## src/rtl/lsu_params.svh

```systemverilog
`ifndef LSU_PARAMS_SVH
`define LSU_PARAMS_SVH

// DTCM geometry
// Doubleword index bits per bank
// Each bank holds 2**LSU_AW doublewords, so the DTCM spans
// 2**(LSU_AW+1) doublewords in total
`define LSU_AW 10

// Destination tag
// Extra rename bits on top of the 5-bit register number
`define LSU_RB 2

// Full tag width as carried in the parameter word
`define LSU_TAG_W (5 + `LSU_RB)

`endif

```

## src/rtl/lsu_op_pkg.sv

```systemverilog
`default_nettype none

`include "lsu_params.svh"

package lsu_op_pkg;

	// Field widths of the parameter word
	localparam int unsigned opc_n = 13;
	localparam int unsigned tag_w = `LSU_TAG_W;
	localparam int unsigned lsu_exeparam_w = opc_n + tag_w + 64 + 64;

	// Field positions, opcode bits at the top
	localparam int unsigned op2_lsb = 0;
	localparam int unsigned op1_lsb = 64;
	localparam int unsigned tag_lsb = 128;

	// One-hot opcode bit positions, lb is the topmost bit
	localparam int unsigned opc_lb = lsu_exeparam_w - 1;
	localparam int unsigned opc_lh = lsu_exeparam_w - 2;
	localparam int unsigned opc_lw = lsu_exeparam_w - 3;
	localparam int unsigned opc_ld = lsu_exeparam_w - 4;
	localparam int unsigned opc_lbu = lsu_exeparam_w - 5;
	localparam int unsigned opc_lhu = lsu_exeparam_w - 6;
	localparam int unsigned opc_lwu = lsu_exeparam_w - 7;
	localparam int unsigned opc_sb = lsu_exeparam_w - 8;
	localparam int unsigned opc_sh = lsu_exeparam_w - 9;
	localparam int unsigned opc_sw = lsu_exeparam_w - 10;
	localparam int unsigned opc_sd = lsu_exeparam_w - 11;
	localparam int unsigned opc_fence_i = lsu_exeparam_w - 12;
	localparam int unsigned opc_fence = lsu_exeparam_w - 13;

	// Destination register tag with rename bits
	typedef logic [tag_w-1:0] lsu_tag_t;

	// Access size, 1/2/4/8 bytes
	typedef enum logic [1:0] {
		size_b = 2'd0,
		size_h = 2'd1,
		size_w = 2'd2,
		size_d = 2'd3
	} lsu_size_t;

endpackage

`default_nettype wire

```

## src/rtl/lsu_mem_pkg.sv

```systemverilog
`default_nettype none

`include "lsu_params.svh"

package lsu_mem_pkg;

	// Bank geometry
	localparam int unsigned lane_bytes = 8;
	localparam int unsigned bank_aw = `LSU_AW;
	localparam int unsigned bank_depth = 1 << bank_aw;

	// One bank lane of data
	typedef logic [8*lane_bytes-1:0] lane_data_t;

	// Byte write enables for one lane
	typedef logic [lane_bytes-1:0] lane_mask_t;

	// Doubleword index inside one bank
	// Byte address bit 3 picks the bank, so this is byte address [bank_aw+3:4]
	typedef logic [bank_aw-1:0] bank_addr_t;

endpackage

`default_nettype wire

```

## src/rtl/lsu_store_lanes.sv

```systemverilog
`default_nettype none

module lsu_store_lanes (
	input wire st_en,
	input wire lsu_op_pkg::lsu_size_t st_size,
	input wire [63:0] op1,
	input wire [63:0] op2,
	output lsu_mem_pkg::bank_addr_t addr_a,
	output lsu_mem_pkg::bank_addr_t addr_b,
	output lsu_mem_pkg::lane_data_t wdata_a,
	output lsu_mem_pkg::lane_data_t wdata_b,
	output lsu_mem_pkg::lane_mask_t wmask_a,
	output lsu_mem_pkg::lane_mask_t wmask_b,
	output logic wen_a,
	output logic wen_b
);
	import lsu_op_pkg::*;
	import lsu_mem_pkg::*;

	logic [63:0] addr_a_raw;
	logic [2:0] offset;
	logic [7:0] size_bytes;
	logic [15:0] mask;
	logic [127:0] data;

	assign offset = op1[2:0];

	// Bank A is the even doubleword
	// Odd start means the access spills into the next even one
	assign addr_a_raw = op1 + {60'd0, op1[3], 3'b000};
	assign addr_a = addr_a_raw[4 +: bank_aw];
	// Bank B shares the index, op1 bit 3 forced high changes nothing above bit 3
	assign addr_b = op1[4 +: bank_aw];

	// Byte count as a contiguous mask
	always_comb begin
		case (st_size)
			size_b: size_bytes = 8'h01;
			size_h: size_bytes = 8'h03;
			size_w: size_bytes = 8'h0f;
			size_d: size_bytes = 8'hff;
			default: size_bytes = 8'h00;
		endcase
	end

	// 16-byte window starting at the first doubleword
	assign mask = {8'h00, size_bytes} << offset;
	assign data = {64'd0, op2} << {offset, 3'b000};

	// Low half belongs to whichever bank holds the first doubleword
	always_comb begin
		if (op1[3]) begin
			wmask_b = mask[7:0];
			wmask_a = mask[15:8];
			wdata_b = data[63:0];
			wdata_a = data[127:64];
		end else begin
			wmask_a = mask[7:0];
			wmask_b = mask[15:8];
			wdata_a = data[63:0];
			wdata_b = data[127:64];
		end
	end

	// A bank only writes when it owns at least one byte
	assign wen_a = st_en & (|wmask_a);
	assign wen_b = st_en & (|wmask_b);

endmodule

`default_nettype wire

```

## config.mk

```make
export PLATFORM = sky130hd
export DESIGN_NAME = lsu_store_lanes
export DESIGN_NICKNAME = d
export VERILOG_FILES = /design/src/rtl/lsu_op_pkg.sv /design/src/rtl/lsu_mem_pkg.sv /design/src/rtl/lsu_store_lanes.sv
export VERILOG_INCLUDE_DIRS = /design/src /design/src/rtl
export SDC_FILE = /design/constraint.sdc
export NUM_CORES = 1
export LEC_CHECK = 0
export BUFFER_PORTS_ARGS = -buffer_cell sky130_fd_sc_hd__buf_4
export CAP_MARGIN = 20
export CORE_AREA = 2 2 115 117
export DETAILED_ROUTE_END_ITERATION = 12
export DIE_AREA = 0 0 117 119
export PLACE_DENSITY = 0.7
export SLEW_MARGIN = 40
export SYNTH_ARGS = -nofsm -noshare
export SYNTH_HDL_FRONTEND = slang
export SYNTH_SLANG_ARGS = --single-unit
```

## constraint.sdc

```tcl
create_clock -name vclk -period 2.6
set_input_delay 0.52 -clock vclk [all_inputs]
set_output_delay 0.52 -clock vclk [all_outputs]
set_load 0.1 [all_outputs]
```

==> out/summary.txt <==
status: finished clean
post-synth net total: 748
Netlist cell types: 48
Power Internal: 0.00107 W
vias in the first global route: 6048
share of cells above drive strength 1: 62.5%
PD cells: 436 nW/um2
DP HPWL: 18.0 mm
# Post-CTS Setup Buffers: 0
nets@finish: 1052
synthesized cell area: 4120 um2
Worst VDD drop: 0.305 mV
Worst Max-Slew Pin Slew: 0.505 ns
wire length per cell: 20.8 um
final worst setup slack: 0.0161 ns
clock buffer count: 0
Worst Hold Class: in -> out
DIE AREA: 13900 um2
Syn-to-layout area delta: 106%
DR iter-0 viols: 479
worst rel slew slack: 65.4%
Tcrit/Tclk final: 99.4%
placer congestion estimate: 0.926
Via density: 5.83
min-delay src: op1[13]
total track usage: 30.6%
MaxCap Viol Count: 0
Cells after DPL: 1093
Sw Ratio: 71.1%
drt first pass iters: 7
Crit path arrival time: 2.06 ns
register area: 0 um2
Via Count: 6377
initial antenna violation count: 0
switching pwr: 0.00263 W
register area share after synthesis: 0%
Finished Layout Cells: 1094
Worst setup EP type: primary output
Final setup viols: 0
Port Buffers: 247
row count: 42
pre-CTS setup slack: -0.146 ns
I/O pins: 297
worst path cell trace: buf_6 -> buf_8 -> mux2_2 -> nand2_1 -> o221ai_1 -> mux2_2 -> buf_4
element type at the critical path start: primary input
Final Hold Viols: 0
CP dominant cell by count: mux2_2
clock power share: 0%
Filler cells: 1084
Cell Area, Placed: 8190 um2
largest net degree at the start of global routing: 33
Syn Area/Cell: 6.69 um2
initial core utilization: 32.0%
fin area: 8500 um2
first-pass GRT wire length: 33.9 mm
Leak Pwr: 3.58 nW
# DRC: 0
combinational group share of total power: 100.0%
Crit Path Class: in -> out
Die Y: 119 um
multi-input logic area: 5040 um2
Final Max Slew Viols: 0
maximum clock rate: 387 MHz
WL final: 22.7 mm
Seq pwr share: 0%
critical path's largest stage delay: 0.42 ns
utilization after layout: 66.0%
Die Wd: 117 um
cts hold-fix bufs: 0
total number of yosys warnings: 0
crit-path max FO: 14
num sequential: 0
CP required: 2.08 ns
Mapped Cells: 616
post-route minimum period: 2.58 ns
commonest non-fill, non-tap cell in the layout: buf_4
grt ovf: 0
Worst Hold End: addr_b[9]
antenna viol nets, final: 0
unrepaired setup endpoints after global routing: yes
commonest non-fill, non-tap cells in the layout: buf_4 (335), a21oi_1 (59), nor2_1 (47), nand3_1 (44), mux2i_4 (43)
# diodes: 0
CORE AREA: 12900 um2
Cells on Worst Hold Path: 2
slowest CP cell: mux2_2
through the flow:
step	power [W]	setup TNS [ns]	hold WS [ns]
3_5_place_dp	0.00360	-1.43	1.39
3_3_place_gp	0.00357	-0.617	1.39
4_1_cts	0.00362	-0.185	1.39
6_report	0.00371	0	1.39
2_1_floorplan	0.00272	-12.77	1.25
5_1_grt	0.00382	-0.394	1.40
area by class of cell:
| type | count | area share, % |
|---|---|---|
| Multi-Input combinational cell | 534 | 59.3 |
| Timing Repair Buffer | 382 | 38.0 |
| Tap cell | 176 | 2.59 |
| Inverter | 2 | 0.147 |
critical path: cells and delay by family:
kind	cells	cell delay, ns
AO/OA/AOI/OAI	1	0.13
buffers and inverters	3	0.58
multiplexers	2	0.71
AND/OR/NAND/NOR	1	0.09
power by group through the flow:
stage / sequential (W) / combinational, W / clock [W]
floorplan: 0 / 0.00272 / 0
global placement: 0 / 0.00357 / 0
detailed placement: 0 / 0.00360 / 0
CTS: 0 / 0.00362 / 0
global route: 0 / 0.00382 / 0
finish: 0 / 0.00371 / 0
layer usage:
layer  routed length (um)  vias up  track usage (%)
met3                 1770       32             3.97
li1                     -     2979                -
met4                  402        0             4.85
met1                 9780     3043             43.2
met5                    0        -                0
met2                10800      323             50.3
cells by family (layout without fill, tap and decap cells):
| logic type | Yosys count | count (layout) | synth area share (%) |
|---|---|---|---|
| compound gates | 253 | 253 | 39.0 |
| mux | 111 | 111 | 28.2 |
| xor+xnor | 9 | 9 | 1.91 |
| buf+inv | 82 | 384 | 11.3 |
| fa+ha+maj | 1 | 1 | 0.303 |
| simple gates | 160 | 160 | 19.2 |
worst max path at each step:
| stage | endpoint | cells past startpoint | start |
|---|---|---|---|
| floorplan | wdata_b[57] | 7 | op1[0] |
| global placement | wmask_b[3] | 6 | op1[0] |
| detailed placement | wmask_a[3] | 6 | op1[0] |
| CTS | wdata_b[41] | 7 | op1[0] |
| global route | wdata_b[7] | 7 | op1[0] |
| finish | wdata_b[41] | 7 | op1[0] |
synthesized netlist by cell type, drive strengths merged, types with 2 or more instances:
master  instances  area share [%]
nand3b         16             2.9
o22ai          48             7.3
mux2           28             7.6
nand2          23             2.1
and2            3            0.46
xor2            2            0.42
nor2b           4            0.61
inv             2            0.18
nor3            3            0.36
a21o           10             1.8
nor2           51             4.9
o21ai          42             5.1
a21oi          70             8.5
a211oi         12             2.2
nand2b          5            0.76
mux2i          83              21
or2             4            0.61
and3            5            0.76
o22a           10             2.1
a22oi          17             3.1
a32o            2            0.49
buf            55             8.9
xnor2           7             1.5
a31oi           3            0.46
o211ai          8             1.5
clkbuf         25             2.3
a21boi          2            0.36
o221ai          6             1.3
a22o           19             4.0
nand3          44             5.3
what timing repair did:
action,in CTS,in global routing
pin swaps,0,0
gates resized for setup,19,48
setup endpoints to repair,37,91
cloned,0,1
(Power assumes the default switching activity.)
