### src/rtl/lsu_params.svh
`ifndef LSU_PARAMS_SVH
`define LSU_PARAMS_SVH

// DTCM geometry
// Doubleword index bits per bank
// Each bank holds 2**LSU_AW doublewords, so the DTCM spans
// 2**(LSU_AW+1) doublewords in total
`define LSU_AW 10

// Destination tag
// Extra rename bits on top of the 5-bit register number
`define LSU_RB 2

// Full tag width as carried in the parameter word
`define LSU_TAG_W (5 + `LSU_RB)

`endif

### src/rtl/lsu_op_pkg.sv
`default_nettype none

`include "lsu_params.svh"

package lsu_op_pkg;

	// Field widths of the parameter word
	localparam int unsigned opc_n = 13;
	localparam int unsigned tag_w = `LSU_TAG_W;
	localparam int unsigned lsu_exeparam_w = opc_n + tag_w + 64 + 64;

	// Field positions, opcode bits at the top
	localparam int unsigned op2_lsb = 0;
	localparam int unsigned op1_lsb = 64;
	localparam int unsigned tag_lsb = 128;

	// One-hot opcode bit positions, lb is the topmost bit
	localparam int unsigned opc_lb = lsu_exeparam_w - 1;
	localparam int unsigned opc_lh = lsu_exeparam_w - 2;
	localparam int unsigned opc_lw = lsu_exeparam_w - 3;
	localparam int unsigned opc_ld = lsu_exeparam_w - 4;
	localparam int unsigned opc_lbu = lsu_exeparam_w - 5;
	localparam int unsigned opc_lhu = lsu_exeparam_w - 6;
	localparam int unsigned opc_lwu = lsu_exeparam_w - 7;
	localparam int unsigned opc_sb = lsu_exeparam_w - 8;
	localparam int unsigned opc_sh = lsu_exeparam_w - 9;
	localparam int unsigned opc_sw = lsu_exeparam_w - 10;
	localparam int unsigned opc_sd = lsu_exeparam_w - 11;
	localparam int unsigned opc_fence_i = lsu_exeparam_w - 12;
	localparam int unsigned opc_fence = lsu_exeparam_w - 13;

	// Destination register tag with rename bits
	typedef logic [tag_w-1:0] lsu_tag_t;

	// Access size, 1/2/4/8 bytes
	typedef enum logic [1:0] {
		size_b = 2'd0,
		size_h = 2'd1,
		size_w = 2'd2,
		size_d = 2'd3
	} lsu_size_t;

endpackage

`default_nettype wire

### src/rtl/lsu_decode.sv
`default_nettype none

module lsu_decode (
	input wire CLK,
	input wire rst_n,
	input wire lsu_exeparam_valid,
	input wire [lsu_op_pkg::lsu_exeparam_w-1:0] lsu_exeparam,
	input wire flush,
	output logic st_en,
	output lsu_op_pkg::lsu_size_t st_size,
	output logic [63:0] op1,
	output logic [63:0] op2,
	output logic ld_en_q,
	output lsu_op_pkg::lsu_size_t ld_size_q,
	output logic ld_unsigned_q,
	output logic [2:0] ld_offset_q,
	output logic ld_odd_q,
	output logic lsu_writeback_valid,
	output lsu_op_pkg::lsu_tag_t lsu_rd0_qout
);
	import lsu_op_pkg::*;

	logic [opc_n-1:0] opc;
	lsu_tag_t tag;
	logic accept;
	logic is_load;
	logic is_store;
	logic is_fence;
	logic is_unsigned;
	lsu_size_t ld_size;

	// Field unpack
	assign opc = lsu_exeparam[opc_lb -: opc_n];
	assign tag = lsu_exeparam[tag_lsb +: tag_w];
	assign op1 = lsu_exeparam[op1_lsb +: 64];
	assign op2 = lsu_exeparam[op2_lsb +: 64];

	// Ready is tied high, so valid alone accepts
	assign accept = lsu_exeparam_valid & ~flush;

	// Opcode classes
	assign is_load = lsu_exeparam[opc_lb] | lsu_exeparam[opc_lh] | lsu_exeparam[opc_lw]
		| lsu_exeparam[opc_ld] | lsu_exeparam[opc_lbu] | lsu_exeparam[opc_lhu]
		| lsu_exeparam[opc_lwu];
	assign is_store = lsu_exeparam[opc_sb] | lsu_exeparam[opc_sh] | lsu_exeparam[opc_sw]
		| lsu_exeparam[opc_sd];
	// Fences only retire, no memory side effect here
	assign is_fence = lsu_exeparam[opc_fence_i] | lsu_exeparam[opc_fence];
	assign is_unsigned = lsu_exeparam[opc_lbu] | lsu_exeparam[opc_lhu] | lsu_exeparam[opc_lwu];

	// Store side goes straight to the banks this cycle
	assign st_en = accept & is_store;

	always_comb begin
		if (lsu_exeparam[opc_sb])
			st_size = size_b;
		else if (lsu_exeparam[opc_sh])
			st_size = size_h;
		else if (lsu_exeparam[opc_sw])
			st_size = size_w;
		else
			st_size = size_d;
	end

	// Signed and unsigned loads fold into one size
	always_comb begin
		if (lsu_exeparam[opc_lb] | lsu_exeparam[opc_lbu])
			ld_size = size_b;
		else if (lsu_exeparam[opc_lh] | lsu_exeparam[opc_lhu])
			ld_size = size_h;
		else if (lsu_exeparam[opc_lw] | lsu_exeparam[opc_lwu])
			ld_size = size_w;
		else
			ld_size = size_d;
	end

	// Load controls line up with the bank read data one cycle later
	always_ff @(posedge CLK or negedge rst_n) begin
		if (!rst_n) begin
			ld_en_q <= 1'b0;
			ld_size_q <= size_b;
			ld_unsigned_q <= 1'b0;
			ld_offset_q <= 3'd0;
			ld_odd_q <= 1'b0;
			lsu_writeback_valid <= 1'b0;
			lsu_rd0_qout <= '0;
		end else begin
			ld_en_q <= accept & is_load;
			ld_size_q <= ld_size;
			ld_unsigned_q <= is_unsigned;
			// Byte offset and bank parity of the first doubleword
			ld_offset_q <= op1[2:0];
			ld_odd_q <= op1[3];
			// Every known operation retires, fences included
			lsu_writeback_valid <= accept & (is_load | is_store | is_fence);
			if (lsu_exeparam_valid)
				lsu_rd0_qout <= tag;
		end
	end

	// Execute stage issues a single operation per word
	a_opc_onehot: assert property (
		@(posedge CLK) disable iff (!rst_n)
		lsu_exeparam_valid |-> $onehot0(opc)
	) else $error("lsu_decode: more than one opcode bit set");

endmodule

`default_nettype wire

### config.mk
export PLATFORM = sky130hd
export DESIGN_NAME = lsu_decode
export DESIGN_NICKNAME = d
export VERILOG_FILES = /design/src/rtl/lsu_op_pkg.sv /design/src/rtl/lsu_decode.sv
export VERILOG_INCLUDE_DIRS = /design/src /design/src/rtl
export SDC_FILE = /design/constraint.sdc
export NUM_CORES = 1
export LEC_CHECK = 0
export BUFFER_PORTS_ARGS = -buffer_cell sky130_fd_sc_hd__buf_2
export CAP_MARGIN = 20
export CORE_AREA = 3 3 113 115
export CTS_CLUSTER_SIZE = 14
export DETAILED_ROUTE_END_ITERATION = 6
export DIE_AREA = 0 0 116 118
export PLACE_DENSITY = 0.49
export RECOVER_POWER = 50
export REMOVE_ABC_BUFFERS = 1
export SYNTH_ARGS = -nofsm -noshare
export SYNTH_HDL_FRONTEND = slang
export SYNTH_SLANG_ARGS = --single-unit
export TNS_END_PERCENT = 50
### constraint.sdc
create_clock -name CLK -period 2.2 [get_ports CLK]
set_input_delay 0.33 -clock CLK [delete_from_list [all_inputs] [get_ports CLK]]
set_output_delay 0.33 -clock CLK [all_outputs]
set_load 0.05 [all_outputs]
==> qor.csv <==
metric;value;unit
peak supply drop;0.2339;mV
Clock transition at path regs;50;ps
syn_area_per_cell;9.223;um2
grt total ovfl;0;
die height;118;um
largest net degree at the start of global routing;17;
# IOs;299;
Yosys warnings;0;
Final HPWL DP;18700;um
Max Slew Vio Count;0;
worst r2r src;lsu_rd0_qout[2];
share of cells above drive strength 1;0.6087;
Clk Latency, worst-skew pair;250;ps
initial antenna violation count;0;
Layout area overhead;-29.24;%
Post-synth EDFFs;0;
Leak Pwr;0.4782;nW
RePlAce Congestion;1.018;
Most used DFF post-synth;dfrtp_1;
Die X;116;um
synthesized area;0.001540;mm2
Mapped Cells;167;
library cells used by synthesis;14;
Hold Vio Cnt, Final;0;
Hold Path Class;primary input to asynchronous set/reset pin;
Worst setup startpoint;lsu_exeparam[139];
first-pass GRT wire length;21090;um
flop and latch count out of synthesis;16;
top cells by area, synth;buf_4, dfrtp_1, mux2_2;
CP Max Fanout;3;
most frequent cell after synthesis;buf_4;
Post-CTS Hold Fix Bufs;0;
clock sink total;16;
# fillers;1386;
status;complete, no violations;
Vias;867;
Setup-failing EPs final;0;
crit path time final;1445;ps
Core Region;0.01191;mm2
Async SR Flop Fraction;1.000;
die area;0.01369;mm2
DR pass1 iterations;4;
kind of start point of the critical path;primary input;
PortBufs;50;
Yosys top cell area share;0.6239;
CTS HTree Levels;1;
CTS tree;done;
Max Freq;0.6920;GHz
setup TNS;0;ps
Slew headroom;0.3289;
Least-Margin Pin Slew;1007;ps
pre-CTS WS;765.7;ps
crit path DAT;1120;ps
sequential share of the synthesized area;0.2600;
P per Cell Area;848.7;mW/mm2
RSZ-0062 raised after global routing;no;
buffer count from post-CTS setup fixing;0;
antenna cells;0;
Worst Setup End Kind;output port;
vias in the first global route;835;
drt total wl;19190;um
nets@finish;245;
Num CTS Buffers;3;
most frequent cells after synthesis;buf_4, dfrtp_1, mux2_2;
clk root buf;clkbuf_16;
# resized after CTS;0;
GRT Overall Usage;0.2704;
worst clock skew;0;ps
Iter 0 DRT Violations;40;
wire per inst;80.31;um
Worst Setup Slack, final;754.9;ps
Worst EP required;1870;ps
Clock Path Buffers;2;
post-route ant nets;0;
# DRC;0;
post-synth top area cell;buf_4;
Initial Util;0.1293;
vias per std cell;3.628;
Crit Path Category;primary input to output port;
max cap viols;0;
# rows;40;
final worst-path cycle share;0.6569;
worst max-delay path: stages:
cell,delay (ps)
buf_2,110
nor4_1,390
nor2_1,70
buf_2,220
report_power, final:
group	switching (mW)	total, mW	internal [mW]
Combinational	0.146	0.196	0.0504
Sequential	0.00913	0.324	0.315
Clock	0.128	0.404	0.277
state kept, by name (all words and copies together), names as in the netlist:
| register | flops |
|---|---|
| ld_en_q | 1 |
| ld_odd_q | 1 |
| ld_offset_q | 3 |
| ld_size_q | 2 |
| ld_unsigned_q | 1 |
| lsu_rd0_qout | 7 |
| lsu_writeback_valid | 1 |
kinds of logic after synthesis:
| group | Yosys count | synth area share |
|---|---|---|
| AOI/OAI and AO/OA | 4 | 0.01787 |
| DFF | 16 | 0.2599 |
| and+or+nand+nor | 10 | 0.04144 |
| muxes | 7 | 0.05118 |
| buffers and inverters | 130 | 0.6296 |
cells in the final DEF (no fill, tap or decap):
| cell type | count |
|---|---|
| buf_2 | 44 |
| dfrtp_1 | 16 |
| mux2_2 | 7 |
| clkbuf_1 | 6 |
| nor2_1 | 5 |
| clkbuf_16 | 3 |
| a21oi_1 | 2 |
| o31a_1 | 1 |
| inv_1 | 1 |
| or3_1 | 1 |
| nand2b_1 | 1 |
| nor4_1 | 1 |
| nor4_4 | 1 |
| nor3_1 | 1 |
| a41oi_1 | 1 |
| clkbuf_8 | 1 |
through the flow:
step	hold slack, ps	cells	instance area (um2)	utilization	power, mW
floorplan	34.41	38	574.3	-	0.4364
global placement	285.3	235	1008	0.08466	0.5249
detailed placement	294.2	235	1008	0.08466	0.5289
CTS	23.43	239	1097	0.09212	0.9473
global route	228.0	239	1090	0.09149	0.9721
finish	230.2	239	1090	0.09149	0.9250
worst paths after layout:
check,slack (ps),to,depth (start not counted)
setup / recovery,750,st_en,4
hold / removal,230,lsu_rd0_qout[5],1
setup reg to reg,1440,lsu_rd0_qout[2],1
hold reg to reg,510,lsu_rd0_qout[0],1
max in group asynchronous,1360,ld_offset_q[1],1
min in group CLK,230,ld_offset_q[1],1
routing by layer:
layer,vias up,track usage,share of wire
li1,244,-,-
met1,308,0.04338,0.061
met2,269,0.5435,0.58
met3,44,0.3799,0.29
met4,2,0.1356,0.064
met5,-,0.03922,0.0040
area by class of cell:
cell class                      instances  area, um2  share of cell area
Clock buffer                            4      88.84             0.08152
Timing Repair Buffer                   50      242.7              0.2227
Sequential cell                        16      400.4              0.3674
Tap cell                              147      183.9              0.1688
Multi-Input combinational cell         21      170.2              0.1561
Inverter                                1      3.754            0.003444
(Power assumes the default switching activity.)
